--- src/verilog/snes_cart_pkg.sv ---
`default_nettype none

package snes_cart_pkg;

	// ==================================================
	// Cartridge layout and enhancement chip codes
	// ==================================================

	typedef enum logic [1:0] {
		map_lo   = 2'd0,
		map_hi   = 2'd1,
		map_exhi = 2'd2
	} map_layout_e;

	// Upper nibble of the rom-type byte
	// st0xx reuses the dsp1 code plus extra bits
	typedef enum logic [3:0] {
		chip_none = 4'h0,
		chip_sdd1 = 4'h5,
		chip_sa1  = 4'h6,
		chip_gsu  = 4'h7,
		chip_dsp1 = 4'h8,
		chip_dsp2 = 4'h9,
		chip_dsp3 = 4'hA,
		chip_dsp4 = 4'hB,
		chip_obc1 = 4'hC
	} cart_chip_e;

	// ==================================================
	// Bundles passed between blocks
	// ==================================================

	typedef struct packed {
		logic [23:0] addr;
		logic [15:0] data;
	} load_beat_t;

	typedef struct packed {
		logic [7:0] mapper;
		logic [7:0] chip_type;
		logic [3:0] rom_size;
		logic [3:0] ram_size;
		logic [7:0] company;
	} cart_header_t;

	typedef struct packed {
		logic [7:0]  rom_type;
		logic [23:0] rom_mask;
		logic [23:0] ram_mask;
	} cart_info_t;

	typedef struct packed {
		logic [31:0] lba;
		logic        rd;
		logic        wr;
	} sd_req_t;

	// Internal header offsets inside the 32 KiB bank
	localparam logic [14:0] HDR_MAPPER_OFS  = 15'h7FD4;
	localparam logic [14:0] HDR_TYPE_OFS    = 15'h7FD6;
	localparam logic [14:0] HDR_RAM_OFS     = 15'h7FD8;
	localparam logic [14:0] HDR_COMPANY_OFS = 15'h7FDA;

	// 512 byte SD sectors
	localparam int SECTOR_SIZE_LOG2 = 9;
	// Size fields count in 1 KiB units
	localparam int MASK_UNIT_LOG2   = 10;
	// SuperFX carts always get 64 KiB of save RAM
	localparam int GSU_RAM_LOG2     = 6;

endpackage

`default_nettype wire

--- src/verilog/sector_word_packer.sv ---
`timescale 1ns/1ns
`default_nettype none

module sector_word_packer #(
	parameter int BSRAM_AW = 10
) (
	input  wire                                       clk_sys,
	input  wire                                       reset,
	input  wire                                       load_start,
	input  wire                                       save_start,
	input  wire                                       loading,
	input  wire [snes_cart_pkg::SECTOR_SIZE_LOG2-1:0] sd_buff_addr,
	input  wire [7:0]                                 sd_buff_dout,
	input  wire                                       sd_buff_wr,
	input  wire                                       sd_buff_rd,
	output logic [7:0]                                sd_buff_din,
	output logic [BSRAM_AW-1:0]                       ram_addr,
	output logic [15:0]                               ram_wdata,
	output logic                                      ram_we,
	input  wire [15:0]                                ram_rdata
);

	logic [7:0]  low_byte;
	logic [15:0] save_word;

	// Word counter doubles as the RAM address
	always_ff @(posedge clk_sys) begin
		if (reset) begin
			ram_addr <= '0;
			ram_we   <= 1'b0;
		end else begin
			ram_we <= loading && sd_buff_wr && sd_buff_addr[0];
			if (load_start || save_start) begin
				ram_addr <= '0;
			end else if (ram_we || (sd_buff_rd && sd_buff_addr[0])) begin
				ram_addr <= ram_addr + 1'b1;
			end
		end
	end

	always_ff @(posedge clk_sys) begin
		// Load side, low byte first
		if (sd_buff_wr) begin
			if (sd_buff_addr[0]) begin
				ram_wdata <= {sd_buff_dout, low_byte};
			end else begin
				low_byte <= sd_buff_dout;
			end
		end
		// Save side, hold the word across its odd byte
		if (!sd_buff_addr[0]) begin
			save_word <= ram_rdata;
		end
	end

	assign sd_buff_din = sd_buff_addr[0] ? save_word[15:8] : save_word[7:0];

	a_we_only_on_load: assert property (@(posedge clk_sys) disable iff (reset)
		ram_we |-> loading);

endmodule

`default_nettype wire

--- config.mk ---
export PLATFORM = sky130hd
export DESIGN_NAME = sector_word_packer
export DESIGN_NICKNAME = d
export VERILOG_FILES = /design/src/verilog/snes_cart_pkg.sv /design/src/verilog/sector_word_packer.sv
export SDC_FILE = /design/constraint.sdc
export NUM_CORES = 1
export LEC_CHECK = 0
export BUFFER_PORTS_ARGS = -buffer_cell sky130_fd_sc_hd__clkbuf_2
export CAP_MARGIN = 30
export CORE_UTILIZATION = 34
export DETAILED_ROUTE_END_ITERATION = 12
export PLACE_DENSITY = 0.59
export SYNTH_ARGS = -nofsm -noshare
export SYNTH_HDL_FRONTEND = slang
export SYNTH_SLANG_ARGS = --single-unit
--- constraint.sdc ---
create_clock -name clk_sys -period 1.5 [get_ports clk_sys]
set_clock_uncertainty 0.1 [all_clocks]
set_input_delay 0.45 -clock clk_sys [delete_from_list [all_inputs] [get_ports clk_sys]]
set_output_delay 0.45 -clock clk_sys [all_outputs]
set_load 0.03 [all_outputs]
# After elaboration in Yosys (flattened, before gate mapping)
# Cells that the tools add are included.
# W data, S select, Z words.
[totals]
regBits = 51
input_bits = 40
out_inout_bits = 35
elab_cells = 16
[op_classes]
n_addsub = 1
muxes = 1
bitwise_logic = 1
reduce_logical = 8
[op_table]
columns = ["cell", "n"]
rows = [
  ["$add A10 B1 Y10 const B", 1],
  ["$mux W8", 1],
  ["$reduce_and A2 Y1", 2],
  ["$logic_and A1 B1 Y1", 3],
  ["$logic_or A1 B1 Y1", 2],
  ["$reduce_or A2 Y1", 1],
  ["$not A1 Y1", 1],
]

# Depth between registers and ports, before layout
# Gate-level depths: netlist of run 1.
[logic_depth]
depth_word = 2
ltp_mapped = 4
mapped_depth_nobuf = 4

# Least setup slack after synthesis of run 1
# Ideal clock, no wire load.
[synth_path]
kind = "reg-to-reg"
startpoint = "register ram_addr[0]"
endpoint = "register ram_addr[6]"
setup_time_ns = 0.070
t_arrival_ns = 1.500
t_required_ns = 1.330
setup_slack_ns = -0.170
stages_incl_launch_ff = 5
path_buffers = 0
period_less_slack_ns = 1.670
path_cell_list = "dfxtp_1 > ha_1 > nand2_1 > or4_1 > a21oi_1"
[synth_via]
elab_chain_len = 1
[synth_lines]
columns = ["element", "line", "text"]
rows = [
  ["start, declared", "sector_word_packer.sv:17", "output logic [BSRAM_AW-1:0] ram_addr,"],
  ["start signal, assigned", "sector_word_packer.sv:36", "ram_addr <= ram_addr + 1'b1;"],
  ["$add A10 B1 Y10", "sector_word_packer.sv:36", ""],
]
# Every way passes these cells.
# A chain may end at the register's enable or synchronous reset.

# Final worst setup path of run 1
[layout_path]
startpoint = "input port sd_buff_addr[0] in the netlist's numbering"
endpoint = "output port sd_buff_din[7]"
[layout_via]
elab_chain_len = 1
[layout_lines]
columns = ["element", "line", "text"]
rows = [
  ["start, declared", "sector_word_packer.sv:12", "input wire [snes_cart_pkg::SECTOR_SIZE_LOG2-1:0] sd_buff_addr,"],
  ["$mux W8", "sector_word_packer.sv:56", "assign sd_buff_din = sd_buff_addr[0] ? save_word[15:8] : save_word[7:0];"],
  ["end, declared", "sector_word_packer.sv:16", "output logic [7:0] sd_buff_din,"],
]
# Every way passes these cells.

==> metrics.yaml, run 1 <==
viasPerCell: 4.62
track_usage_pct: 12.5
yosys_register_bits: 51
final_hold_viol_count: 0
cpMaxStageDelayCell: "mux2_4"
synth.distinct_cells: 29
antenna_found_initial: 0
power_mw: 2.93
hold-worst-slack_ns: 0.226
yosys.area.top_type: "edfxtp_1"
violations: "negative setup slack"
htreeDepth: 2
fin_crit_ns: 1.71
yosysMostFrequentCell: "edfxtp_1"
final_antenna_net_count: 0
gr-total-overflow: 0
grt_max_degree: 17
synthCells: 111
startpoint_type: "primary input"
path_buf_inv: 3
ioPinCount: 75
synth-async-reset-ratio_pct: 0
area_delta_synth_final_pct: 48.0
power_leakage_nw: 1.10
cp_max_fo: 5
cap_violations: 0
num_vias: 1233
first_iter_violations: 35
yosys_warnings: 0
crit_chain: "clkbuf_16 -> buf_12 -> mux2_4 -> buf_8"
wl_per_cell_um: 13.6
rr_startpoint: "ram_addr[0]"
ir_drop_mv: 0.409
rows: 26
drt_wl_total_um: 3630
path_class: "in2out"
fp.coreArea_mm2: 0.00514
root_buffer: "clkbuf_8"
dieArea_mm2: 0.00570
grt_pass1_wl_um: 5080
synth_ff_type: "edfxtp_1"
synth_area_mm2: 0.00184
tightest_slew_ns: 0.408
clock-sinks: 51
status: "finished with violations"
synth_edf_count: 40
dr.pass1.iters: 4
finish.instance_area_mm2: 0.00272
yosysTopAreaCellShare_pct: 65.4
clk_latency_ns: 0.29
n_fill_cell: 454
clkTransAtPathRegs_ns: 0.09
die_x_um: 75.5
fmax_ghz: 0.584
postSynthAreaPerCell_um2: 16.5
drv_slew: 0
cts-buffers-inserted: 5
post_dp_cell_area_mm2: 0.00240
setup_viol: 8
setup_slack_ns: -0.213
critical_path_required_ns: 0.95
reg2reg_to: "ram_addr[6]"
cp.arrival_ns: 1.16
synth_common_cells: "edfxtp_1, dfxtp_1, a21oi_1, mux2_2, nand2_1"
final_cells: 267
min_from: "ram_rdata[9]"
cts_tree: "built"
dp_hpwl_um: 2620
crit_family: "buffers and inverters"
synth_seq_area_share_pct: 77.4
max-clock-path-buffers: 2
drive_gt1_share_pct: 56.9
r2r_cells: 4
drc_errors: 0
die-height_um: 75.5
relSlewSlack_pct: 72.6
grt_pass1_vias: 1156
hold_path_end: "save_word[9]"
fin_crit_sh_pct: 114
tns_ns: -1.66
hold_depth: 1
gp_congestion: 0.714
dp_cells: 256
slowest_delay_ns: 0.30
synthesis.nets: 152
power_density_mw_per_mm2: 1080
n_antenna_cell: 0
rsz0062_at_grt: "yes"
crit_path_end_kind: "output port"
port_buffers: 66
hold_path_class: "in2reg"
nets: 237
regToRegSetupSlack_ns: 0.04
initial_core_util_pct: 35.7
synth_area_leaders: "edfxtp_1, dfxtp_1, mux2_2"
-- layout by cell type, fill, tap and decap left out, types with 2 or more instances in the layout --
cell type and count:
clkbuf_2 51, edfxtp_1 40, buf_4 11, buf_8 9
mux2_4 8, dfxtp_2 8, nand2_1 6, a21oi_1 6
clkbuf_8 5, clkbuf_4 5, o31ai_1 4, inv_1 3
or4_1 3, buf_12 3, nand2b_1 2, mux2i_1 2
or3_1 2, nand3_1 2, dfxtp_1 2
-- cells by family (layout without fill, tap and decap cells) --
family,count (synthesis),in the layout,share of synthesized area [%]
buffers and inverters,6,92,1.36
and+or+nand+nor,27,27,9.33
AOI/OAI and AO/OA,15,15,4.77
adders and majority gates,1,1,0.681
xor gates and xnor gates,1,1,0.477
DFF,51,51,77.4
muxes,10,10,5.99
-- area by class of cell --
type | instances | area, um^2 | share of cell area (%)
sequential | 51 | 1440 | 52.8
inverter | 3 | 11.3 | 0.414
clock inverter | 3 | 42.5 | 1.56
clock buffer | 5 | 68.8 | 2.53
multi-input combinational | 54 | 450 | 16.6
tap | 70 | 87.6 | 3.22
timing repair buffer | 81 | 623 | 22.9
-- flip-flops by register name, indices dropped and copies added (netlist names) --
| signal | flops |
|---|---|
| ram_we | 1 |
| ram_addr | 10 |
| save_word | 16 |
| ram_wdata | 16 |
| low_byte | 8 |
-- power breakdown --
part,switching [mW],total (mW),internal [mW]
clock network,0.436,0.934,0.497
registers,0.0196,1.62,1.60
logic,0.192,0.379,0.187
-- worst max path at each step --
stage	startpoint	endpoint	slack, ns	cells past startpoint
detailed placement	sd_buff_addr[0]	ram_addr[8]	-0.31	6
global placement	sd_buff_addr[0]	sd_buff_din[7]	-0.25	4
CTS	sd_buff_addr[0]	sd_buff_din[7]	-0.24	4
global route	sd_buff_addr[0]	sd_buff_din[7]	-0.23	4
floorplan	ram_addr[0]	ram_addr[6]	-0.02	4
finish	sd_buff_addr[0]	sd_buff_din[7]	-0.21	4
-- what timing repair did --
action / 4_1_cts / 5_1_grt
resized for setup: 28 / 22
hold buffers: 0 / 0
endpoints found under the setup margin: 12 / 16
pin swaps: 1 / 1
gates cloned: 1 / 0
buffers inserted: 3 / 0
-- metrics by stage --
| stage | worst slack, ns | util [%] |
|---|---|---|
| 5_1_grt | -0.228 | 52.9 |
| 3_5_place_dp | -0.305 | 46.8 |
| 3_3_place_gp | -0.249 | 46.8 |
| 4_1_cts | -0.237 | 52.1 |
| 6_report | -0.213 | 52.9 |
| 2_1_floorplan | -0.0192 | - |
-- per-layer routing --
layer | vias to the layer above | part of all wire, % | global-route usage, %
met3 | 5 | 5.8 | 3.17
li1 | 594 | - | -
met4 | 0 | 1.3 | 6.17
met2 | 46 | 52 | 22.9
met5 | - | 0 | 0
met1 | 588 | 41 | 13.3
Power figures use the tool's default switching activity.
==> run 2: changes to the inputs <==
CORE_UTILIZATION = 42   (was 34)
CTS_CLUSTER_DIAMETER = 60   (was default)
PLACE_DENSITY = 0.71   (was 0.59)
RECOVER_POWER = 100   (was default)
==> run 2 against run 1 <==
Compared with the run above:
- the run still ends with negative setup slack left
- die area down 19%
- global-route usage is 4.3 points higher
- cell count shrank 9.7%
- hold slack worse by 0.00050 ns
- flip-flop and latch count unchanged
- non-clock buffer count fell by 6
- combinational power is 5% lower
- sequential power about the same
- via count is 1.9% lower
- final area is 4.9% lower
- critical endpoint is now sd_buff_din[2]
- highest routed layer unchanged
==> metrics.yaml, run 2 (synthesis results as in run 1) <==
status: "finished with violations"
violations: "negative setup slack"
fin_crit_ns: 1.70
crit_path_end_kind: "output port"
fp.coreArea_mm2: 0.00409
n_antenna_cell: 0
top_regs: "ram_wdata (16), save_word (16), ram_addr (10)"
path_class: "in2out"
cts_tree: "built"
hold-worst-slack_ns: 0.225
htreeDepth: 2
top_layer: "met4"
antenna_found_initial: 0
rsz0062_at_grt: "yes"
drv_slew: 0
setup_viol: 8
num_vias: 1210
power_density_mw_per_mm2: 1050
final_common_cell: "clkbuf_2"
clkTransAtPathRegs_ns: 0.08
layout_common_cells: "clkbuf_2, edfxtp_1, clkbuf_1, buf_8, mux2_4"
n_fill_cell: 323
critical_path_required_ns: 0.95
wl_per_cell_um: 15.1
ioPinCount: 75
setup_slack_ns: -0.199
track_usage_pct: 16.7
dp_slack_ns: -0.307
ir_drop_mv: 0.495
rr_startpoint: "ram_addr[0]"
wl_met3_um: 236
relSlewSlack_pct: 73.8
dr_wl_met2_um: 1760
dr.pass1.iters: 4
power_mw: 2.73
rows: 23
hold_path_class: "in2reg"
cts-buffers-inserted: 5
final_antenna_net_count: 0
min_from: "ram_rdata[13]"
nets: 231
startpoint_type: "primary input"
initial_core_util_pct: 44.9
fin_crit_sh_pct: 113
fmax_ghz: 0.589
dp_hpwl_um: 2560
clock-sinks: 51
multi_input_area_um2: 454
viasPerCell: 5.02
clk_latency_ns: 0.29
crit_start: "sd_buff_addr[0]"
area_delta_synth_final_pct: 40.8
dieArea_mm2: 0.00464
grt_pass1_vias: 1121
cap_violations: 0
die_x_um: 68.1
port_buffers: 66
power_leakage_nw: 1.01
cp_max_fo: 6
hold_buffers: 0
max-clock-path-buffers: 2
root_buffer: "clkbuf_8"
final_hold_viol_count: 0
cp.arrival_ns: 1.15
drive_gt1_share_pct: 50.8
grt_max_degree: 18
wl_met1_um: 1570
drt_wl_total_um: 3630
grt_pass1_wl_um: 5330
drc_errors: 0
first_iter_violations: 52
tightest_slew_ns: 0.390
gp_congestion: 0.691
die-height_um: 68.1
gr-total-overflow: 0
seqCellArea_mm2: 0.00144
tns_ns: -1.51
[run 2: cell count changes in the layout (fill, tap and decap cells not counted), moves of 2 or more]
cell | before | now
buf_2 | 0 | 2
buf_4 | 11 | 4
clkbuf_1 | 0 | 10
clkbuf_2 | 51 | 44
dfxtp_2 | 8 | 6
[run 2: path summary, 6_finish.rpt]
check	cells past startpoint	slack (ns)	end
max	4	-0.20	sd_buff_din[2]
min	1	0.23	save_word[13]
max reg2reg	4	0.09	ram_addr[6]
min reg2reg	0	0.33	ram_wdata[0]
[run 2: worst max-delay path: stages]
cell and delay (ns):
buf_8 0.11, buf_12 0.13, mux2_4 0.32, buf_8 0.14
[run 2: power breakdown]
group | total, mW | switching (mW) | internal, mW
combinational | 0.360 | 0.189 | 0.170
clock | 0.747 | 0.418 | 0.328
sequential | 1.62 | 0.0212 | 1.60
total | 2.73 | 0.629 | 2.10
[run 2: what timing repair did]
item	CTS	global route
endpoints found under the setup margin	11	19
resized for setup	22	28
setup buffers	1	1
cloned	0	1
[run 2: area by class of cell]
type / instances / area share, %
inverters: 3 / 0.435
clock inverters: 1 / 0.194
clock buffers: 7 / 2.95
well taps: 50 / 2.42
multi-input cells: 54 / 17.6
repair buffers: 75 / 20.9
flip-flops and latches: 51 / 55.5
[run 2: routing by layer]
metal	up-vias	global-route usage, %
met2	54	27.5
met4	0	7.03
met5	-	0
met1	572	20.1
li1	576	-
met3	8	5.50
[run 2: per-stage QoR]
stage	instance area (um^2)	cells	util, %
2_1_floorplan	1880	111	-
3_3_place_gp	2330	230	57.1
3_5_place_dp	2330	230	57.1
4_1_cts	2510	239	61.4
5_1_grt	2590	241	63.3
6_report	2590	241	63.3
