[config.mk]
export PLATFORM = sky130hd
export DESIGN_NAME = backup_sequencer
export DESIGN_NICKNAME = d
export VERILOG_FILES = /design/src/verilog/snes_cart_pkg.sv /design/src/verilog/backup_sequencer.sv
export SDC_FILE = /design/constraint.sdc
export NUM_CORES = 1
export LEC_CHECK = 0
export BUFFER_PORTS_ARGS = -buffer_cell sky130_fd_sc_hd__buf_2
export CAP_MARGIN = 5
export CORE_MARGIN = 1.5
export CORE_UTILIZATION = 56
export CTS_CLUSTER_DIAMETER = 50
export DETAILED_ROUTE_END_ITERATION = 7
export GPL_TIMING_DRIVEN = 0
export HOLD_SLACK_MARGIN = 0.03
export PLACE_DENSITY = 0.86
export SETUP_SLACK_MARGIN = 0.02
export SYNTH_ARGS = -nofsm -noshare
export SYNTH_HDL_FRONTEND = slang
export SYNTH_SLANG_ARGS = --single-unit
[constraint.sdc]
create_clock -name clk_sys -period 9.2 [get_ports clk_sys]
set_input_delay 0.46 -clock clk_sys [delete_from_list [all_inputs] [get_ports clk_sys]]
set_output_delay 0.46 -clock clk_sys [all_outputs]
set_load 0.01 [all_outputs]
[src/verilog/snes_cart_pkg.sv]
`default_nettype none

package snes_cart_pkg;

	// ==================================================
	// Cartridge layout and enhancement chip codes
	// ==================================================

	typedef enum logic [1:0] {
		map_lo   = 2'd0,
		map_hi   = 2'd1,
		map_exhi = 2'd2
	} map_layout_e;

	// Upper nibble of the rom-type byte
	// st0xx reuses the dsp1 code plus extra bits
	typedef enum logic [3:0] {
		chip_none = 4'h0,
		chip_sdd1 = 4'h5,
		chip_sa1  = 4'h6,
		chip_gsu  = 4'h7,
		chip_dsp1 = 4'h8,
		chip_dsp2 = 4'h9,
		chip_dsp3 = 4'hA,
		chip_dsp4 = 4'hB,
		chip_obc1 = 4'hC
	} cart_chip_e;

	// ==================================================
	// Bundles passed between blocks
	// ==================================================

	typedef struct packed {
		logic [23:0] addr;
		logic [15:0] data;
	} load_beat_t;

	typedef struct packed {
		logic [7:0] mapper;
		logic [7:0] chip_type;
		logic [3:0] rom_size;
		logic [3:0] ram_size;
		logic [7:0] company;
	} cart_header_t;

	typedef struct packed {
		logic [7:0]  rom_type;
		logic [23:0] rom_mask;
		logic [23:0] ram_mask;
	} cart_info_t;

	typedef struct packed {
		logic [31:0] lba;
		logic        rd;
		logic        wr;
	} sd_req_t;

	// Internal header offsets inside the 32 KiB bank
	localparam logic [14:0] HDR_MAPPER_OFS  = 15'h7FD4;
	localparam logic [14:0] HDR_TYPE_OFS    = 15'h7FD6;
	localparam logic [14:0] HDR_RAM_OFS     = 15'h7FD8;
	localparam logic [14:0] HDR_COMPANY_OFS = 15'h7FDA;

	// 512 byte SD sectors
	localparam int SECTOR_SIZE_LOG2 = 9;
	// Size fields count in 1 KiB units
	localparam int MASK_UNIT_LOG2   = 10;
	// SuperFX carts always get 64 KiB of save RAM
	localparam int GSU_RAM_LOG2     = 6;

endpackage

`default_nettype wire

[src/verilog/backup_sequencer.sv]
`timescale 1ns/1ns
`default_nettype none

module backup_sequencer (
	input  wire                  clk_sys,
	input  wire                  reset,
	input  wire                  download,
	input  wire                  img_mounted,
	input  wire [31:0]           img_size,
	input  wire                  save_strobe,
	input  wire                  sd_ack,
	output snes_cart_pkg::sd_req_t sd_req,
	output logic                 load_start,
	output logic                 save_start,
	output logic                 loading,
	output logic                 backup_busy
);
	import snes_cart_pkg::*;

	typedef enum logic {
		st_idle,
		st_xfer
	} seq_state_e;

	seq_state_e                   state;
	logic                         enable;
	logic                         load_pend;
	logic [20-SECTOR_SIZE_LOG2:0] limit;
	logic                         sd_ack_q;
	logic                         download_q;

	assign backup_busy = state == st_xfer;

	// ==================================================
	// Mount tracking and sector loop
	// ==================================================

	always_ff @(posedge clk_sys) begin
		if (reset) begin
			state      <= st_idle;
			enable     <= 1'b0;
			load_pend  <= 1'b0;
			loading    <= 1'b0;
			load_start <= 1'b0;
			save_start <= 1'b0;
			sd_ack_q   <= 1'b0;
			download_q <= 1'b0;
			sd_req.rd  <= 1'b0;
			sd_req.wr  <= 1'b0;
		end else begin
			sd_ack_q   <= sd_ack;
			download_q <= download;
			load_start <= 1'b0;
			save_start <= 1'b0;

			// Host took the request
			if (sd_ack && !sd_ack_q) begin
				sd_req.rd <= 1'b0;
				sd_req.wr <= 1'b0;
			end

			case (state)
				st_idle: begin
					if (enable && (load_pend || save_strobe)) begin
						state      <= st_xfer;
						sd_req.lba <= 32'd0;
						sd_req.rd  <= load_pend;
						sd_req.wr  <= !load_pend;
						loading    <= load_pend;
						load_start <= load_pend;
						save_start <= !load_pend;
						load_pend  <= 1'b0;
					end
				end
				st_xfer: begin
					// Sector done on ack fall
					if (sd_ack_q && !sd_ack) begin
						if (sd_req.lba == 32'(limit)) begin
							state   <= st_idle;
							loading <= 1'b0;
						end else begin
							sd_req.lba <= sd_req.lba + 32'd1;
							sd_req.rd  <= loading;
							sd_req.wr  <= !loading;
						end
					end
				end
				default: state <= st_idle;
			endcase

			// Size zero means the save image was unmounted
			if (img_mounted) begin
				if (|img_size) begin
					enable    <= 1'b1;
					load_pend <= 1'b1;
					limit     <= img_size[20:SECTOR_SIZE_LOG2];
				end else begin
					enable <= 1'b0;
				end
			end

			if (download && !download_q) begin
				enable <= 1'b0;
			end
		end
	end

	a_rd_wr_exclusive: assert property (@(posedge clk_sys) disable iff (reset)
		!(sd_req.rd && sd_req.wr));

	// A fresh transfer only starts from an enabled idle state
	a_req_needs_enable: assert property (@(posedge clk_sys) disable iff (reset)
		(sd_req.rd || sd_req.wr) && !$past(backup_busy) |-> $past(enable));

endmodule

`default_nettype wire

Word level (Yosys, flattened, before mapping)
Cells that the tools add are included.
- $add $sub $neg: 1
- equal/unequal tests: 5
- mux-type cells: 18
- bitwise gates (word level): 3
- reduce and logical (&&, ||, !) cells: 16
- operators by type and width (cell ; number):
    2-to-1 mux 34 bit ; 3
    case mux 34 bit (2 select lines) ; 1
    adder 32 x 1 -> 32 bit, second input constant ; 1
    == test 32 x 12 -> 1 bit ; 1
    OR reduction 32 bit ; 1
    2-to-1 mux 1 bit ; 11
    AND reduction 3 bit ; 2
    zero test 1 bit ; 5
    logical AND 1 bit ; 4
    inequality test 2 x 1 -> 1 bit, second input constant ; 2
    inequality test 2 bit, second input constant ; 2
    case mux 1 bit (2 select lines) ; 2
    AND reduction 4 bit ; 1
    inverter 1 bit ; 3
    OR reduction 3 bit ; 1
    2-to-1 mux 2 bit ; 1
    OR reduction 2 bit ; 1
    logical OR 1 bit ; 1
- bits in registers: 54
- bits of input ports: 38
- output and inout port bits: 38

Longest topological paths before layout
Gate-level depths: netlist of the first run.
- word-level depth: 6
- gate-level depth with buffers: 7

Least setup slack after synthesis of the first run
Ideal clock, no wire load.
- kind: reg2reg
- from: reg sd_req[12] (netlist bit)
- to: reg sd_req[10] (netlist bit), enable pin
- setup time: 432 ps
- arrival time: 2640 ps
- data required time: 8768 ps
- setup slack: 6128 ps
- stages on the path, launching flop included: 7
- buffers on the path: 1
- cells stage by stage: edfxtp_1 > clkbuf_2 > xnor2_1 > nand4_1 > or4_4 > o21ai_4 > a21oi_1
- longest elaborated chain between the ends: 3
- ends and longest elaborated chain (what ; line ; text):
    start: declaration ; backup_sequencer.sv:12 ; output snes_cart_pkg::sd_req_t sd_req,
    == test 32 x 12 -> 1 bit ; backup_sequencer.sv:78 ; if (sd_req.lba == 32'(limit)) begin
    inequality test 2 bit (no source line) ; n/a ;
    AND reduction 4 bit (no source line) ; n/a ;
Every way passes these cells.
A chain may end at the register's enable or synchronous reset.

Worst setup path after layout of the first run
- from: reg sd_req[30] (netlist bit)
- to: reg sd_req[11] (netlist bit), enable pin
The elaborated chain is that of the path after synthesis.

==> results_dict.tcl, run 1 <==
set metrics [dict create \
    cp_max_fo 17 \
    port-buffer-count 75 \
    rsz0062_at_grt "false" \
    ys_types 39 \
    cpLargestDelayFamily "simple AND/OR/NAND/NOR gates" \
    finalNonFillerCells 405 \
    clkLatencyLatePin_ps 300 \
    dieHeight_microns 73.4 \
    drt_first_pass_iters 4 \
    finalNetCount 376 \
    layout_commonest_cell "buf_2" \
    dp_cells 397 \
    rows 25 \
    placed_area_sq_um 3270 \
    ir_drop_mv 0.105 \
    hpwl_microns 4420 \
    startpoint_type "flip-flop" \
    ys_seq_elements 54 \
    finalSetupViolations 0 \
    fin_area_sq_um 3380 \
    syn_nets 293 \
    grt_pass1_vias 2096 \
    via_count 2239 \
    ctsHoldBuffers 0 \
    final_cell_mix "buf_2 (76), edfxtp_1 (44), nor2_1 (41)" \
    skew_ps 6.30 \
    hold_class "input port to flip-flop" \
    antenna-diode-count 0 \
    postSynthCellCount 254 \
    core_area_sq_um 4750 \
    cap_violations 0 \
    cts_buffer_depth 2 \
    yosys_warnings 0 \
    cts_resized 0 \
    min_period_over_period 0.281 \
    cp.arrival_ps 2650 \
    syn_area_per_cell_sq_um 10.9 \
    drtIter0Drc 135 \
    grt.total_usage 0.229 \
    netlist.area_leader.share 0.476 \
    antenna_found_initial 0 \
    period_needed_ps 2590 \
    crit_required_ps 9270 \
    crit_buf_inv 1 \
    fin_setup_tns_ps 0 \
    tightest_slew_ps 885 \
    route.detailed.drc 0 \
    post_cts_buffers 0 \
    num_io_pins 76 \
    r2r_slack_ps 6610 \
    cp_cell_sequence "nor4_1 -> nand4_1 -> or4_4 -> o21ai_4 -> a21oi_4 -> buf_16" \
    path_clk_slew_ps 90 \
    ant_nets 0 \
    ys_top_cells_by_area "edfxtp_1 (48%), xor2_1 (7.9%), dfxtp_1 (7.2%)" \
    grt_max_degree 18 \
    clock-sinks 54 \
    crit_path_top_delay_cell "or4_4" \
    dpl_worst_slack_ps 6620 \
    fin_util 0.711 \
    die_w_microns 73.4 \
    synth_flop_cell "edfxtp_1" \
    setup_ws_ps 6610 \
    synth_top_cell_by_area "edfxtp_1" \
    max_freq_mhz 387 \
    maxSlewViolCount 0 \
    cts_buffers 5 \
    post_drt_wl_per_cell_microns 14.3 \
    leakage_nw 1.25 \
    status "completed" \
    drive_gt1_frac 0.275 \
    die_area_sq_um 5390 \
    p_per_area_nw_per_um2 139 \
    finalHoldViolCount 0 \
    cp_slowest_stage_delay_ps 580 \
    root_buffer "clkbuf_8" \
    wl_microns 5770 \
    crit_type "flip-flop to flip-flop" \
    crit_path_end_kind "flip-flop" \
    globalRouteOverflowTotal 0 \
    finalPower_mw 0.470 \
    start_util 0.584 \
    cts_tree "yes" \
    htreeDepth 2 \
    synth_async_sr_flop_share 0 \
    syn_area_sq_um 2780 \
    whs_ps 335 \
    avgViaCountPerCell 5.53 \
    place_congestion 0.797 \
    relSlewSlack 0.408 \
    synthToLayoutAreaGrowth_pct 21.8 \
    grt_pass1_wl_microns 9320 \
    synth_edf_count 44 \
    ys_seq_area_frac 0.548 \
]
==> Yosys cell counts, types with 2 or more instances <==
cell type  number
o21ai_0         5
xnor2_1        17
nor4_1         16
and4_1          3
inv_1           6
nand4_1        20
nand3_1         8
buf_6           3
and2_1          2
nor3b_1         2
nor2_1         41
nand2_1        12
nor3_1          4
a21oi_1         4
edfxtp_1       44
xor2_1         25
dfxtp_1        10
and3_1          9
nand2b_1        3
==> flip-flops by register name, indices dropped and copies added, names as in the netlist <==
register	flops
sd_req	34
limit	12
backup_busy	1
download_q	1
enable	1
load_pend	1
load_start	1
loading	1
save_start	1
sd_ack_q	1
==> power by group <==
part           internal (mW)  total, mW  switching (mW)
registers              0.272      0.279         0.00769
clock network         0.0815      0.155          0.0732
logic                 0.0175     0.0359          0.0184
==> cells by family after synthesis <==
group / synth area share
compound gates: 0.0455
buf+inv: 0.0279
simple gates: 0.238
fa+ha+maj: 0.00811
xor+xnor: 0.133
flops: 0.548
==> routing by layer <==
metal  part of all wire  up-vias  track usage
met3              0.052        5       0.0494
met2               0.51       69        0.402
met1               0.43     1063        0.282
li1                   -     1102            -
met4              0.012        0       0.0700
met5                  0        -            0
==> worst paths after layout <==
check / start / end / depth (start not counted)
min: reset / load_start$_SDFF_PP0_ / 2
min reg2reg: download_q$_SDFF_PP0_ / enable$_SDFFE_PP0P_ / 2
max reg2reg: sd_req[30]$_DFFE_PP_ / sd_req[11]$_DFFE_PP_ / 6
max: sd_req[30]$_DFFE_PP_ / sd_req[11]$_DFFE_PP_ / 6
==> area by class of cell <==
type / count / area [sq um]
clock inverter: 1 / 30.0
sequential: 54 / 1520
clock buffer: 7 / 76.3
inverter: 6 / 22.5
tap: 67 / 83.8
multi-input combinational: 187 / 1190
buffer: 7 / 55.1
timing repair buffer: 76 / 403
fill: 372 / 1380
(Power assumes the default switching activity.)
==> run 2, diff against run 1 <==
- ABC_AREA: unset -> 1
- CORE_UTILIZATION: 56 -> 48
- PLACE_DENSITY: 0.86 -> 0.77
- clock period: 9.2 -> 2.1 ns (I/O delays scaled with it)
==> results_dict.tcl, run 2 <==
set metrics [dict create \
    crit_type "flip-flop to flip-flop" \
    synthToLayoutAreaGrowth_pct 32.6 \
    place_congestion 0.912 \
    syn_area_per_cell_sq_um 7.89 \
    die_area_sq_um 6880 \
    layout_commonest_cell "nor2_1" \
    period_needed_ps 2050 \
    post_drt_wl_per_cell_microns 13.5 \
    grt_pass1_vias 2698 \
    globalRouteOverflowTotal 0 \
    wl_microns 7890 \
    maxSlewViolCount 0 \
    root_buffer "clkbuf_8" \
    crit_path_end_kind "flip-flop" \
    avgViaCountPerCell 5.15 \
    placed_area_sq_um 3550 \
    finalHoldViolCount 0 \
    max_freq_mhz 488 \
    ant_nets 0 \
    finalSetupViolations 0 \
    cts_tree "yes" \
    antenna-diode-count 0 \
    via_count 3004 \
    postSynthCellCount 389 \
    netlist.area_leader.share 0.430 \
    cp_max_fo 8 \
    die_w_microns 83.0 \
    grt_max_degree 17 \
    p_sw_mw 0.477 \
    port-buffer-count 74 \
    drive_gt1_frac 0.268 \
    dieHeight_microns 83.0 \
    clock-sinks 54 \
    top_register "sd_req" \
    clkPwrFrac 0.296 \
    pwr-share-seq 0.599 \
    tightest_slew_ps 727 \
    ir_drop_mv 0.424 \
    dpl_worst_slack_ps -598 \
    fin_setup_tns_ps 0 \
    reg2reg_depth 12 \
    drtIter0Drc 256 \
    synth_flop_cell "edfxtp_1" \
    syn_area_sq_um 3070 \
    startpoint_type "flip-flop" \
    combPwrFrac 0.105 \
    drt_first_pass_iters 5 \
    grt.total_usage 0.222 \
    r2r_slack_ps 50 \
    core_area_sq_um 6060 \
    finalNetCount 546 \
    min_period_over_period 0.976 \
    rows 28 \
    synth_async_sr_flop_share 0 \
    synth_edf_count 44 \
    setup_ws_ps 49.8 \
    p_per_area_nw_per_um2 501 \
    r2r-start "sd_req[2]$_DFFE_PP_" \
    cap_violations 0 \
    crit_required_ps 2140 \
    clkLatencyLatePin_ps 320 \
    fin_area_sq_um 4070 \
    timing.rr.end "sd_req[33]$_DFFE_PP_" \
    grt_pass1_wl_microns 12300 \
    cts_buffers 5 \
    status "completed" \
    num_io_pins 76 \
    hold_path_end "sd_ack_q$_SDFF_PP0_" \
    reg_top3 "sd_req (34), limit (12)" \
    fillCellCount 526 \
    final_cell_mix "nor2_1 (81), nand2_1 (77), buf_2 (74)" \
    hold_class "input port to flip-flop" \
    p_int_mw 1.56 \
    path_clk_slew_ps 90 \
    ys_seq_elements 54 \
    leakage_nw 1.84 \
    syn_nets 428 \
    hp-start "sd_ack" \
    ys_top_cells_by_area "edfxtp_1 (43%), nor2_1 (10%), nand2_1 (9.5%)" \
    yosys-top-cells-count "nor2_1 (84), nand2_1 (78), inv_1 (64)" \
    largest_reg_flops 34 \
    antenna_found_initial 0 \
    sw_frac_of_total 0.234 \
    htreeDepth 2 \
    synth_top_cell_by_area "edfxtp_1" \
    yosys_warnings 0 \
    ys_types 31 \
    holdPathStages 3 \
    yosysMostFrequentCell "nor2_1" \
    cp.arrival_ps 2090 \
    ys_seq_area_frac 0.496 \
    route.detailed.drc 0 \
    rsz0062_at_grt "true" \
    relSlewSlack 0.511 \
    hpwl_microns 5340 \
    start_util 0.506 \
    skew_ps 15.2 \
    cts_buffer_depth 2 \
]
run 2: cell type report:
type / count / area, sq um / area share
sequential: 54 / 1520 / 0.374
buffer: 3 / 31.3 / 0.00769
tap: 75 / 93.8 / 0.0231
multi-input combinational: 268 / 1370 / 0.335
clock buffer: 8 / 90.1 / 0.0221
inverter: 65 / 248 / 0.0609
timing repair buffer: 110 / 719 / 0.177
run 2: critical path, stage by stage (launching register included):
cell	delay [ps]
edfxtp_1	440
buf_6	160
nand2_2	60
inv_2	30
nor2_1	70
nor2_1	50
nand2_1	60
nor2_2	50
nand3_2	110
nand3_4	130
buf_12	180
a21oi_4	220
clkbuf_16	210
run 2: metal layers:
layer,wire length [microns],GRT usage,up-vias
li1,-,-,1503
met1,3310,0.287,1382
met2,4010,0.373,106
met3,437,0.0457,13
met4,137,0.0727,0
met5,0,0,-
run 2: what timing repair did:
item	in CTS	in global routing
pin swaps	2	1
gates cloned	1	1
endpoints found under the hold margin	13	0
gates resized for setup	3	20
setup endpoints to repair	35	51
setup buffers	9	13
hold buffers	13	0
run 2: per-stage QoR:
stage / util / hold WS (ps) / std cells / total power, mW
after floorplan: - / 204 / 389 / 1.33
after global placement: 0.586 / 297 / 538 / 1.40
after detailed placement: 0.586 / 300 / 538 / 1.41
after CTS: 0.642 / 47.1 / 569 / 2.03
after global routing: 0.671 / 73.9 / 583 / 2.12
final: 0.671 / 39.7 / 583 / 2.04
run 2: worst max-delay path by stage:
| stage | slack [ps] | startpoint | end | cells after the start |
|---|---|---|---|---|
| 2_1_floorplan | -140 | sd_req[9]$_DFFE_PP_ | sd_req[10]$_DFFE_PP_ | 10 |
| 4_1_cts | 50 | sd_req[3]$_DFFE_PP_ | sd_req[26]$_DFFE_PP_ | 8 |
| 6_report | 50 | sd_req[2]$_DFFE_PP_ | sd_req[33]$_DFFE_PP_ | 12 |
| 3_5_place_dp | -600 | sd_req[11]$_DFFE_PP_ | sd_req[17]$_DFFE_PP_ | 10 |
| 5_1_grt | -50 | sd_req[6]$_DFFE_PP_ | sd_req[2]$_DFFE_PP_ | 11 |
| 3_3_place_gp | -550 | sd_req[9]$_DFFE_PP_ | sd_req[21]$_DFFE_PP_ | 10 |
run 2: cells by family (layout without fill, tap and decap cells):
family | Yosys count | count (layout) | synth area share
AND/OR/NAND/NOR | 224 | 224 | 0.331
buffers and inverters | 68 | 186 | 0.0840
flip-flops | 54 | 54 | 0.496
AO/OA/AOI/OAI | 31 | 32 | 0.0538
XOR/XNOR | 11 | 11 | 0.0314
adder cells (fa/ha/maj) | 1 | 1 | 0.00408
run 2: power groups by stage:
stage               sequential, mW  combinational (mW)  clock (mW)
finish                        1.22               0.214       0.603
global route                  1.23               0.240       0.651
CTS                           1.22               0.201       0.607
detailed placement            1.25               0.166           0
global placement              1.24               0.159           0
floorplan                     1.25              0.0885           0
