--- config.mk ---
export PLATFORM = sky130hd
export DESIGN_NAME = header_capture
export DESIGN_NICKNAME = d
export VERILOG_FILES = /design/src/verilog/snes_cart_pkg.sv /design/src/verilog/header_capture.sv
export SDC_FILE = /design/constraint.sdc
export NUM_CORES = 1
export LEC_CHECK = 0
export ABC_AREA = 1
export ABC_CLOCK_PERIOD_IN_PS = 4100
export BUFFER_PORTS_ARGS = -buffer_cell sky130_fd_sc_hd__buf_4
export CELL_PAD_IN_SITES_DETAIL_PLACEMENT = 1
export CELL_PAD_IN_SITES_GLOBAL_PLACEMENT = 1
export CORE_MARGIN = 10
export CORE_UTILIZATION = 32
export CTS_CLUSTER_DIAMETER = 200
export DETAILED_ROUTE_END_ITERATION = 6
export HOLD_SLACK_MARGIN = 0.12
export PLACE_DENSITY = 0.81
export SLEW_MARGIN = 40
export SYNTH_ARGS = -nofsm -noshare
export SYNTH_HDL_FRONTEND = slang
export SYNTH_SLANG_ARGS = --single-unit
--- constraint.sdc ---
create_clock -name clk_sys -period 4.1 [get_ports clk_sys]
set_input_delay 1.025 -clock clk_sys [delete_from_list [all_inputs] [get_ports clk_sys]]
set_output_delay 1.025 -clock clk_sys [all_outputs]
set_load 0.01 [all_outputs]
--- src/verilog/snes_cart_pkg.sv ---
`default_nettype none

package snes_cart_pkg;

	// ==================================================
	// Cartridge layout and enhancement chip codes
	// ==================================================

	typedef enum logic [1:0] {
		map_lo   = 2'd0,
		map_hi   = 2'd1,
		map_exhi = 2'd2
	} map_layout_e;

	// Upper nibble of the rom-type byte
	// st0xx reuses the dsp1 code plus extra bits
	typedef enum logic [3:0] {
		chip_none = 4'h0,
		chip_sdd1 = 4'h5,
		chip_sa1  = 4'h6,
		chip_gsu  = 4'h7,
		chip_dsp1 = 4'h8,
		chip_dsp2 = 4'h9,
		chip_dsp3 = 4'hA,
		chip_dsp4 = 4'hB,
		chip_obc1 = 4'hC
	} cart_chip_e;

	// ==================================================
	// Bundles passed between blocks
	// ==================================================

	typedef struct packed {
		logic [23:0] addr;
		logic [15:0] data;
	} load_beat_t;

	typedef struct packed {
		logic [7:0] mapper;
		logic [7:0] chip_type;
		logic [3:0] rom_size;
		logic [3:0] ram_size;
		logic [7:0] company;
	} cart_header_t;

	typedef struct packed {
		logic [7:0]  rom_type;
		logic [23:0] rom_mask;
		logic [23:0] ram_mask;
	} cart_info_t;

	typedef struct packed {
		logic [31:0] lba;
		logic        rd;
		logic        wr;
	} sd_req_t;

	// Internal header offsets inside the 32 KiB bank
	localparam logic [14:0] HDR_MAPPER_OFS  = 15'h7FD4;
	localparam logic [14:0] HDR_TYPE_OFS    = 15'h7FD6;
	localparam logic [14:0] HDR_RAM_OFS     = 15'h7FD8;
	localparam logic [14:0] HDR_COMPANY_OFS = 15'h7FDA;

	// 512 byte SD sectors
	localparam int SECTOR_SIZE_LOG2 = 9;
	// Size fields count in 1 KiB units
	localparam int MASK_UNIT_LOG2   = 10;
	// SuperFX carts always get 64 KiB of save RAM
	localparam int GSU_RAM_LOG2     = 6;

endpackage

`default_nettype wire

--- src/verilog/header_capture.sv ---
`timescale 1ns/1ns
`default_nettype none

module header_capture (
	input  wire                         clk_sys,
	input  wire                         reset,
	input  wire snes_cart_pkg::map_layout_e map_layout,
	input  wire                         download,
	input  wire                         load_strobe,
	input  wire snes_cart_pkg::load_beat_t  load_beat,
	output snes_cart_pkg::cart_header_t     header
);
	import snes_cart_pkg::*;

	logic [8:0] hdr_prefix;
	logic       beat_valid;
	logic       hit_start;
	logic       hit_mapper;
	logic       hit_type;
	logic       hit_ram;
	logic       hit_company;

	// Address bits above 15 where the header lives
	always_comb begin
		case (map_layout)
			map_hi:   hdr_prefix = 9'h001;
			map_exhi: hdr_prefix = {8'h40, 1'b1};
			default:  hdr_prefix = 9'h000;
		endcase
	end

	assign beat_valid  = download && load_strobe;
	assign hit_start   = load_beat.addr == 24'd0;
	assign hit_mapper  = load_beat.addr == {hdr_prefix, HDR_MAPPER_OFS};
	assign hit_type    = load_beat.addr == {hdr_prefix, HDR_TYPE_OFS};
	assign hit_ram     = load_beat.addr == {hdr_prefix, HDR_RAM_OFS};
	assign hit_company = load_beat.addr == {hdr_prefix, HDR_COMPANY_OFS};

	// ==================================================
	// Field capture, one beat per strobe
	// ==================================================

	always_ff @(posedge clk_sys) begin
		if (reset) begin
			header <= '0;
		end else if (beat_valid) begin
			// New image, forget the previous save size
			if (hit_start) begin
				header.ram_size <= 4'h0;
			end
			// Mapper byte sits in the upper half of the word
			if (hit_mapper) begin
				header.mapper <= load_beat.data[15:8];
			end
			if (hit_type) begin
				{header.rom_size, header.chip_type} <= load_beat.data[11:0];
			end
			if (hit_ram) begin
				header.ram_size <= load_beat.data[3:0];
			end
			if (hit_company) begin
				header.company <= load_beat.data[7:0];
			end
		end
	end

endmodule

`default_nettype wire

After elaboration in Yosys (flattened, before gate mapping):

Cells that the tools add are included.

* flip-flop bits (word level): 32
* output and inout bits: 32

* mux-type cells: 3
* reductions and logical operators: 7
* eq/ne operators: 6

Operators with widths (number)
* $eq A24 B24 Y1: 4
* $logic_not A24 Y1: 1
* $pmux W8 S2: 1
* $mux W4: 2
* $reduce_and A2 Y1: 4
* $eq A2 B1 Y1 const B: 1
* $eq A2 B2 Y1 const B: 1
* $reduce_bool A2 Y1: 1
* $logic_and A1 B1 Y1: 1

Depth between registers and ports, before layout:

Gate-level depths: netlist of run 1.

* depth in word-level cells: 5
* gate-level depth with buffers: 12

Worst setup path after synthesis of run 1:

Ideal clock, no wire load.

* path kind: in2reg
* from: input port map_layout[0]
* to: register header[24] in the netlist's numbering
* path slack: 1.808 ns
* library setup time: 0.113 ns
* arrival: 2.179 ns
* stages on the path: 11
* cell sequence: inv_1 -> ha_1 -> inv_1 -> nand2_1 -> nand2_1 -> nand3_1 -> nor3_4 -> nand2_2 -> buf_6 -> nor2_1 -> nor2_1

* longest elaborated chain between the ends: 4

Ends and longest elaborated chain
* start: declaration: line header_capture.sv:7 `input wire snes_cart_pkg::map_layout_e map_layout,`
* $eq A2 B2 Y1 / $eq A2 B1 Y1 (equally long branches): line header_capture.sv:25 `case (map_layout)`
* $pmux W8 S2 (*): line header_capture.sv:25
* $eq A24 B24 Y1 (*): line header_capture.sv:34 `assign hit_mapper = load_beat.addr == {hdr_prefix, HDR_MAPPER_OFS};`
* $reduce_and A2 Y1 (no line) (*)
* end: declaration: line header_capture.sv:11 `output snes_cart_pkg::cart_header_t header`

Mark *: on every way between the ends. The rest lies on a longest branch, timed or not.
A chain may end at the register's enable or synchronous reset.

Final worst setup path of run 1:

* from: input port map_layout[0]
* to: register header[18] in the netlist's numbering

* longest elaborated chain between the ends: 4

Ends and longest elaborated chain
* $eq A2 B2 Y1 / $eq A2 B1 Y1 (equally long branches): line header_capture.sv:25
* $pmux W8 S2 (*): line header_capture.sv:25
* $eq A24 B24 Y1 (*): line header_capture.sv:35 `assign hit_type = load_beat.addr == {hdr_prefix, HDR_TYPE_OFS};`
* $reduce_and A2 Y1 (no line) (*)

Marks and branches as above.

==> results of run 1 <==
[worst paths after layout]
path            startpoint    endpoint  depth (start not counted)
max          map_layout[0]  header[18]                         11
min             header[12]  header[12]                          2
max reg2reg     header[24]  header[24]                          4
min reg2reg     header[12]  header[12]                          2
[critical path: stages]
cell and delay, ns:
buf_4 0.08, inv_1 0.03, ha_1 0.30, inv_1 0.06
nand2_1 0.05, nand2_1 0.06, nand3_1 0.17, nor3_4 0.47
and2_1 0.47, nor2_1 0.09, nor2_1 0.11
[cells in the mapped netlist]
master     n
and2_0     1
dfxtp_1   32
nand4_1    1
ha_1       1
inv_2      1
a21oi_1    4
inv_1     41
nor2_1    72
buf_2      3
clkbuf_1   1
o21ai_0    8
nor2_2     3
nand2_1   49
clkinv_1   1
and2_1     2
nand2_2    2
nand3_1   25
nor3_4     1
buf_6      2
[final cells by class]
cell class                      count  area [um^2]  area share
Multi-Input combinational cell    169          724       0.315
Clock inverter                      3         42.5      0.0185
Tap cell                           67         83.8      0.0365
Clock buffer                        5         68.8      0.0299
Timing Repair Buffer               77          578       0.251
Sequential cell                    32          641       0.279
Inverter                           43          161      0.0702
[power breakdown]
group / internal [mW] / total, mW / switching (mW)
logic: 0.0363 / 0.0654 / 0.0291
clock network: 0.180 / 0.303 / 0.123
registers: 0.311 / 0.311 / 0.00000000564
total: 0.527 / 0.679 / 0.152
[cells by family (layout without fill, tap and decap cells)]
logic type | after synthesis | in the layout | synth area share
adders and majority gates | 1 | 1 | 0.00798
AOI/OAI and AO/OA | 12 | 12 | 0.0383
buffers and inverters | 49 | 128 | 0.129
DFF | 32 | 32 | 0.409
and+or+nand+nor | 156 | 156 | 0.416
[per-stage QoR]
stage / instances / hold slack [ns] / total power, mW / utilization
floorplan: 250 / 0.496 / 0.340 / -
global placement: 388 / 0.456 / 0.382 / 0.463
detailed placement: 388 / 0.474 / 0.384 / 0.463
CTS: 396 / 0.491 / 0.689 / 0.487
global route: 396 / 0.509 / 0.711 / 0.487
finish: 396 / 0.484 / 0.679 / 0.487
[per-layer routing]
layer,up-vias,global-route usage,share of wire
met5,-,0,0
met4,0,0.0252,0.0061
met3,4,0.0549,0.073
met2,49,0.227,0.50
met1,766,0.131,0.42
li1,905,-,-
[placed cells by master, fill, tap and decap left out]
| master | count |
|---|---|
| inv_2 | 1 |
| clkinv_1 | 1 |
| nand3_1 | 25 |
| nor2_1 | 72 |
| clkbuf_8 | 5 |
| clkinvlp_4 | 1 |
| a21oi_1 | 4 |
| nand4_1 | 1 |
| and2_0 | 1 |
| buf_4 | 77 |
| and2_1 | 2 |
| nor3_4 | 1 |
| nand2_1 | 49 |
| nand2_2 | 2 |
| dfxtp_1 | 32 |
| o21ai_0 | 8 |
| clkinv_2 | 1 |
| inv_1 | 41 |
| nor2_2 | 3 |
| bufinv_16 | 1 |
| ha_1 | 1 |
==> results.json, run 1 <==
{
  "critPathMaxFanout": 14,
  "cts-resized-gates": 0,
  "drv_cap": 0,
  "relSlewSlack": 0.505,
  "synth_top_area_share": 0.409,
  "yosysTopAreaCell": "dfxtp_1",
  "insertion_delay_ns": 0.28,
  "syn-num-nets": 297,
  "port-buffer-count": 77,
  "cts_tree": "built",
  "drtIter0Drc": 46,
  "first_pass_iters": 4,
  "clock_skew_ns": 0,
  "nets": 375,
  "antenna_found_initial": 0,
  "hold_class": "flip-flop to flip-flop",
  "synth_warnings": 0,
  "powerDensity_mw_per_mm2": 295,
  "dpl.hpwl_um": 4210,
  "rsz0062_at_grt": "false",
  "syn_area_mm2": 0.00157,
  "fin_crit_sh": 0.657,
  "finalCriticalPeriod_ns": 2.69,
  "postSynthCellCount": 250,
  "chipHeight_um": 90.0,
  "drc": 0,
  "grt_max_degree": 29,
  "place.gp.congestion": 0.718,
  "postRouteAntennaNets": 0,
  "critPathArrivalTime_ns": 2.91,
  "tns_ns": 0,
  "ys_top_cells_by_area": "dfxtp_1 (41%), nor2_1 (17%), nand2_1 (12%), inv_1 (9.8%), nand3_1 (8.0%)",
  "r2r_slack_ns": 3.42,
  "via_per_inst": 4.35,
  "nFillCells": 635,
  "clock_path_buffers": 2,
  "finalInstanceArea_mm2": 0.00230,
  "grt_pass1_wl_um": 8530,
  "setup-violations-final": 0,
  "hold_viol": 0,
  "ios": 78,
  "avgSynthCellArea_um2": 6.27,
  "dieArea_mm2": 0.00810,
  "ys_seq_elements": 32,
  "cts-htree-levels": 2,
  "postPlaceCellArea_mm2": 0.00219,
  "wl_per_cell_um": 12.7,
  "cts_root_buf": "clkbuf_8",
  "dp_slack_ns": 1.09,
  "irDropWorstVdd_mv": 0.143,
  "fp-row-count": 25,
  "tightest_slew_ns": 0.739,
  "first_global_vias": 1868,
  "fmax_mhz": 371,
  "area_delta_synth_final_pct": 46.7,
  "outcome": "finished, final reports clean",
  "largest_reg_flops": 32,
  "p_leak_nw": 1.23,
  "start_util": 0.332,
  "required_ns": 4.32,
  "grt-ovfl-total": 0,
  "grt_usage": 0.125,
  "reg.largest.list": "header x32",
  "cts_buffers": 5,
  "ys_seq_area_frac": 0.409,
  "worstSetupEndpointType": "flip-flop",
  "report.final.slew_viol_count": 0,
  "cts.sinks": 32,
  "coreArea_mm2": 0.00472,
  "die_x_um": 90.0,
  "drive_gt1_frac": 0.280,
  "regMostFlops": "header",
  "path_clk_slew_ns": 0.07,
  "cp-start-kind": "input pin",
  "routed_wl_um": 5040,
  "dr_total_vias": 1724,
  "synth_cell_types": 19,
  "fin_ws_ns": 1.41,
  "critPathKind": "input pin to flip-flop",
  "postCtsHoldBufs": 0,
  "diodes": 0,
  "cts_setup_buffers": 0
}
Power figures use the tool's default switching activity.
==> run 2, diff against run 1 <==
Settings changed: ABC_CLOCK_PERIOD_IN_PS 4100 to 2400, CORE_UTILIZATION 32 to 27, PLACE_DENSITY 0.81 to 0.73.
Clock period 4.1 ns to 2.4 ns, I/O delays scaled along.
==> run 2 against run 1 <==
Cell area up 0.82%. Critical path type unchanged. Cell count up 2.3%. Sequential share of layout area down 0.23 points. Non-clock buffer count up 4. Via count up 1.7%. Die area up 14%. Largest power group unchanged. Clock skew unchanged. Critical path depth up 1. Clock power up 43%.
==> results.json, run 2 (synthesis results as in run 1) <==
{
  "rsz0062_at_grt": "false",
  "coreArea_mm2": 0.00557,
  "setup-violations-final": 0,
  "dp.cells": 397,
  "grt_usage": 0.117,
  "drc": 0,
  "cp-start-kind": "input pin",
  "layout_commonest_cell": "buf_4",
  "cts_tree": "built",
  "hold_viol": 0,
  "clock_power_share": 0.403,
  "clock_skew_ns": 0,
  "path_clk_slew_ns": 0.07,
  "required_ns": 2.61,
  "worstSetupEndpointType": "flip-flop",
  "ios": 78,
  "p_sw_uw": 248,
  "grt_max_degree": 29,
  "insertion_delay_ns": 0.28,
  "critPathKind": "input pin to flip-flop",
  "fin_crit_sh": 0.777,
  "first_global_vias": 1898,
  "slowest_delay_ns": 0.29,
  "power_frac_comb": 0.103,
  "drv_cap": 0,
  "tns_ns": 0,
  "nets": 379,
  "dr_total_vias": 1754,
  "seqCellArea_um2": 641,
  "grt_pass1_wl_um": 8670,
  "final_cells": 405,
  "wl_per_cell_um": 12.9,
  "grt-ovfl-total": 0,
  "via_per_inst": 4.33,
  "start_util": 0.281,
  "nFillCells": 774,
  "largest_reg_flops": 32,
  "finalCriticalPeriod_ns": 1.86,
  "cts.sinks": 32,
  "antenna_found_initial": 0,
  "port-buffer-count": 77,
  "first_pass_iters": 4,
  "fmax_mhz": 537,
  "critPathMaxFanout": 9,
  "slowest_stage": "ha_1",
  "hold_class": "flip-flop to flip-flop",
  "outcome": "finished, final reports clean",
  "postCtsHoldBufs": 0,
  "multiInputGateArea_um2": 724,
  "power_mw": 1.07,
  "cts-htree-levels": 2,
  "tightest_slew_ns": 0.711,
  "cts_root_buf": "clkbuf_8",
  "relSlewSlack": 0.523,
  "p_int_uw": 826,
  "postRouteAntennaNets": 0,
  "report.final.slew_viol_count": 0,
  "cts_buffers": 5,
  "area_delta_synth_final_pct": 47.9,
  "clock_path_buffers": 2,
  "path_cells": "buf_4 > inv_1 > ha_1 > inv_1 > nand2_1 > nand2_1 > nand3_1 > nor2_2 > nand2_2 > inv_2 > nor2_1 > nor2_1",
  "powerDensity_mw_per_mm2": 463,
  "drtIter0Drc": 24,
  "fin_ws_ns": 0.536,
  "drive_gt1_frac": 0.285,
  "most-common-layout-cells": "buf_4 (81), nor2_1 (72), nand2_1 (49), inv_1 (41), dfxtp_1 (32)",
  "r2r_slack_ns": 1.76,
  "dieArea_mm2": 0.00925,
  "swShare": 0.231,
  "place.gp.congestion": 0.745,
  "pwr-share-seq": 0.494,
  "routed_wl_um": 5210,
  "cts-resized-gates": 0,
  "die_x_um": 96.2,
  "dpl.hpwl_um": 4330,
  "diodes": 0,
  "regMostFlops": "header",
  "chipHeight_um": 96.2,
  "hold_slack_ns": 0.477,
  "reg.largest.list": "header x32",
  "cts_setup_buffers": 0,
  "fp-row-count": 27,
  "irDropWorstVdd_mv": 0.286,
  "dp_slack_ns": 0.192,
  "critPathArrivalTime_ns": 2.08,
  "p_leak_nw": 1.24
}
==> run 2: cell types whose count changed in the layout (fill, tap and decap cells not counted) <==
cell and change:
buf_4 +4, bufinv_16 -1, clkbuf_1 +1, clkbuf_8 +1, clkinv_2 -1
==> run 2: worst max-delay path, delay by kind of cell <==
| kind | cells | cell delay [ns] |
|---|---|---|
| fa+ha+maj | 1 | 0.29 |
| buf+inv | 4 | 0.34 |
| simple gates | 7 | 0.85 |
==> run 2: per-layer routing <==
metal	part of all wire	up-vias	track usage	routed length [um]
met5	0	-	0	0
met4	0.016	0	0.0418	85
met3	0.092	8	0.0498	479
met2	0.47	49	0.202	2450
met1	0.42	787	0.124	2190
li1	-	910	-	-
==> run 2: layout make-up <==
| class | instances | area share |
|---|---|---|
| tap | 72 | 0.0389 |
| clock buffer | 7 | 0.0372 |
| inverter | 43 | 0.0696 |
| timing repair buffer | 81 | 0.262 |
| clock inverter | 1 | 0.00324 |
| multi-input combinational | 169 | 0.312 |
| sequential | 32 | 0.276 |
==> run 2: final timing paths <==
| check | startpoint | end | cells after the start |
|---|---|---|---|
| worst max-delay path | map_layout[0] | header[4] | 12 |
| worst min-delay path | header[15] | header[15] | 2 |
| worst max register to register | header[29] | header[29] | 4 |
| worst min register to register | header[15] | header[15] | 2 |
==> run 2: power groups by stage <==
| stage | sequential [mW] | combinational, mW | clock [mW] |
|---|---|---|---|
| after floorplan | 0.543 | 0.0388 | 0 |
| after CTS | 0.531 | 0.114 | 0.449 |
| after detailed placement | 0.543 | 0.113 | 0 |
| after global routing | 0.530 | 0.129 | 0.476 |
| after global placement | 0.543 | 0.111 | 0 |
| final | 0.531 | 0.111 | 0.432 |
==> run 2: stage by stage <==
step,util,instance area (um^2)
floorplan,-,1570
global placement,0.399,2220
detailed placement,0.399,2220
CTS,0.416,2320
global route,0.416,2320
finish,0.416,2320
==> run 3, diff against run 2 <==
Settings changed: ABC_CLOCK_PERIOD_IN_PS 2400 to 1700.
Clock period 2.4 ns to 1.7 ns, I/O delays scaled along.
==> run 3 against run 2 <==
Register-to-register slack got worse by 0.69 ns. Setup slack got worse by 0.44 ns. Sequential power rose by 41%. Highest routed layer unchanged. Hold slack got worse by 0.14 ns.
==> results.json, run 3 (synthesis results as in run 1) <==
{
  "dpl.hpwl_um": 4240,
  "irDropWorstVdd_mv": 0.236,
  "power_mw": 1.46,
  "die_x_um": 96.2,
  "chipHeight_um": 96.2,
  "dp_slack_ns": -0.202,
  "hold_class": "input pin to flip-flop",
  "coreArea_mm2": 0.00557,
  "tightest_slew_ns": 0.565,
  "required_ns": 1.87,
  "cp-start-kind": "input pin",
  "outcome": "finished, final reports clean",
  "path_cells": "buf_4 > inv_1 > ha_1 > inv_1 > nand2_1 > nand2_1 > nand3_2 > nor3_4 > buf_6 > buf_6 > nand3_1 > nand2_1 > nor2_1",
  "postRouteAntennaNets": 0,
  "largest_reg_flops": 32,
  "fmax_mhz": 625,
  "grt.busiest_layer": "met2",
  "cts_tree": "built",
  "drv_cap": 0,
  "cpMostUsedCell": "nand2_1",
  "routed_wl_um": 5220,
  "powerDensity_mw_per_mm2": 609,
  "most-common-layout-cells": "buf_4 (84), nor2_1 (72), nand2_1 (48), inv_1 (41), dfxtp_1 (32)",
  "drtIter0Drc": 27,
  "finalCriticalPeriod_ns": 1.60,
  "area_delta_synth_final_pct": 52.7,
  "clock_skew_ns": 0,
  "hold_viol": 0,
  "final_cells": 411,
  "path_clk_slew_ns": 0.07,
  "postCtsHoldBufs": 0,
  "cts_root_buf": "clkbuf_8",
  "report.final.slew_viol_count": 0,
  "place.gp.congestion": 0.769,
  "critPathArrivalTime_ns": 1.76,
  "grt_max_degree": 22,
  "critPathMaxFanout": 8,
  "diodes": 0,
  "critPathKind": "input pin to flip-flop",
  "reg.largest.list": "header x32",
  "worstSetupEndpointType": "flip-flop",
  "dp.cells": 402,
  "fin_crit_sh": 0.941,
  "drive_gt1_frac": 0.310,
  "first_pass_iters": 4,
  "grt_pass1_wl_um": 8340,
  "dieArea_mm2": 0.00925,
  "wl_per_cell_um": 12.7,
  "regMostFlops": "header",
  "ios": 78,
  "nets": 386,
  "dr_total_vias": 1742,
  "first_global_vias": 1765,
  "layout_commonest_cell": "buf_4",
  "setup-violations-final": 0,
  "cts.sinks": 32,
  "use_met2": 0.186,
  "clock_path_buffers": 2,
  "grt-ovfl-total": 0,
  "slowest_stage": "ha_1",
  "cts-htree-levels": 2,
  "nFillCells": 760,
  "p_leak_nw": 1.29,
  "cts_buffers": 5,
  "drc": 0,
  "grt_usage": 0.111,
  "use_met3": 0.0451,
  "via_per_inst": 4.24,
  "fin_ws_ns": 0.101,
  "start_util": 0.281,
  "insertion_delay_ns": 0.27,
  "relSlewSlack": 0.621,
  "port-buffer-count": 77,
  "slowest_delay_ns": 0.29,
  "antenna_found_initial": 0,
  "use_met1": 0.129,
  "fp-row-count": 27
}
run 3: cell types whose count changed in the layout (fill, tap and decap cells not counted), moves of 2 or more:
cell,previous run,this run
buf_4,81,84
buf_6,0,3
nand3_1,25,23
nand3_2,0,2
run 3: timing repair:
action | 4_1_cts | 5_1_grt
resized for setup | 0 | 11
buffers inserted | 0 | 2
endpoints found under the setup margin | 0 | 17
hold endpoints to repair | 0 | 0
run 3: power breakdown:
part	switching, mW	internal [mW]
Combinational	0.0723	0.0907
Clock	0.268	0.278
Sequential	0.0000000133	0.750
run 3: final cells by class:
class | count | area, um^2 | area share
Tap cell | 72 | 90.1 | 0.0376
Inverter | 43 | 164 | 0.0685
Sequential cell | 32 | 641 | 0.268
Clock inverter | 1 | 5.00 | 0.00209
Multi-Input combinational cell | 170 | 757 | 0.316
Timing Repair Buffer | 87 | 664 | 0.278
Clock buffer | 6 | 72.6 | 0.0303
run 3: critical path: cells and delay by family:
family        cells  cell delay, ns
fa+ha+maj         1            0.29
buf+inv           5            0.45
simple gates      7            0.61
run 3: layer usage:
layer,up-vias,routed length (um),share of wire
met1,764,2220,0.43
li1,925,-,-
met2,47,2490,0.48
met5,-,0,0
met4,0,48,0.0092
met3,6,454,0.087
run 3: path summary, 6_finish.rpt:
check / start / endpoint / slack [ns] / depth (start not counted)
setup / recovery: map_layout[0] / header[22] / 0.10 / 13
hold / removal: reset / header[8] / 0.34 / 2
setup reg to reg: header[26] / header[26] / 1.07 / 4
hold reg to reg: header[20] / header[20] / 0.47 / 2
run 3: stage by stage:
stage          setup TNS (ns)  cell area (um^2)  hold WS [ns]  utilization
2_1_floorplan               0              1570         0.494            -
3_3_place_gp            -4.24              2270         0.450        0.408
3_5_place_dp            -5.21              2270         0.462        0.408
4_1_cts                     0              2350         0.327        0.422
5_1_grt               -0.0906              2390         0.336        0.429
6_report                    0              2390         0.336        0.429
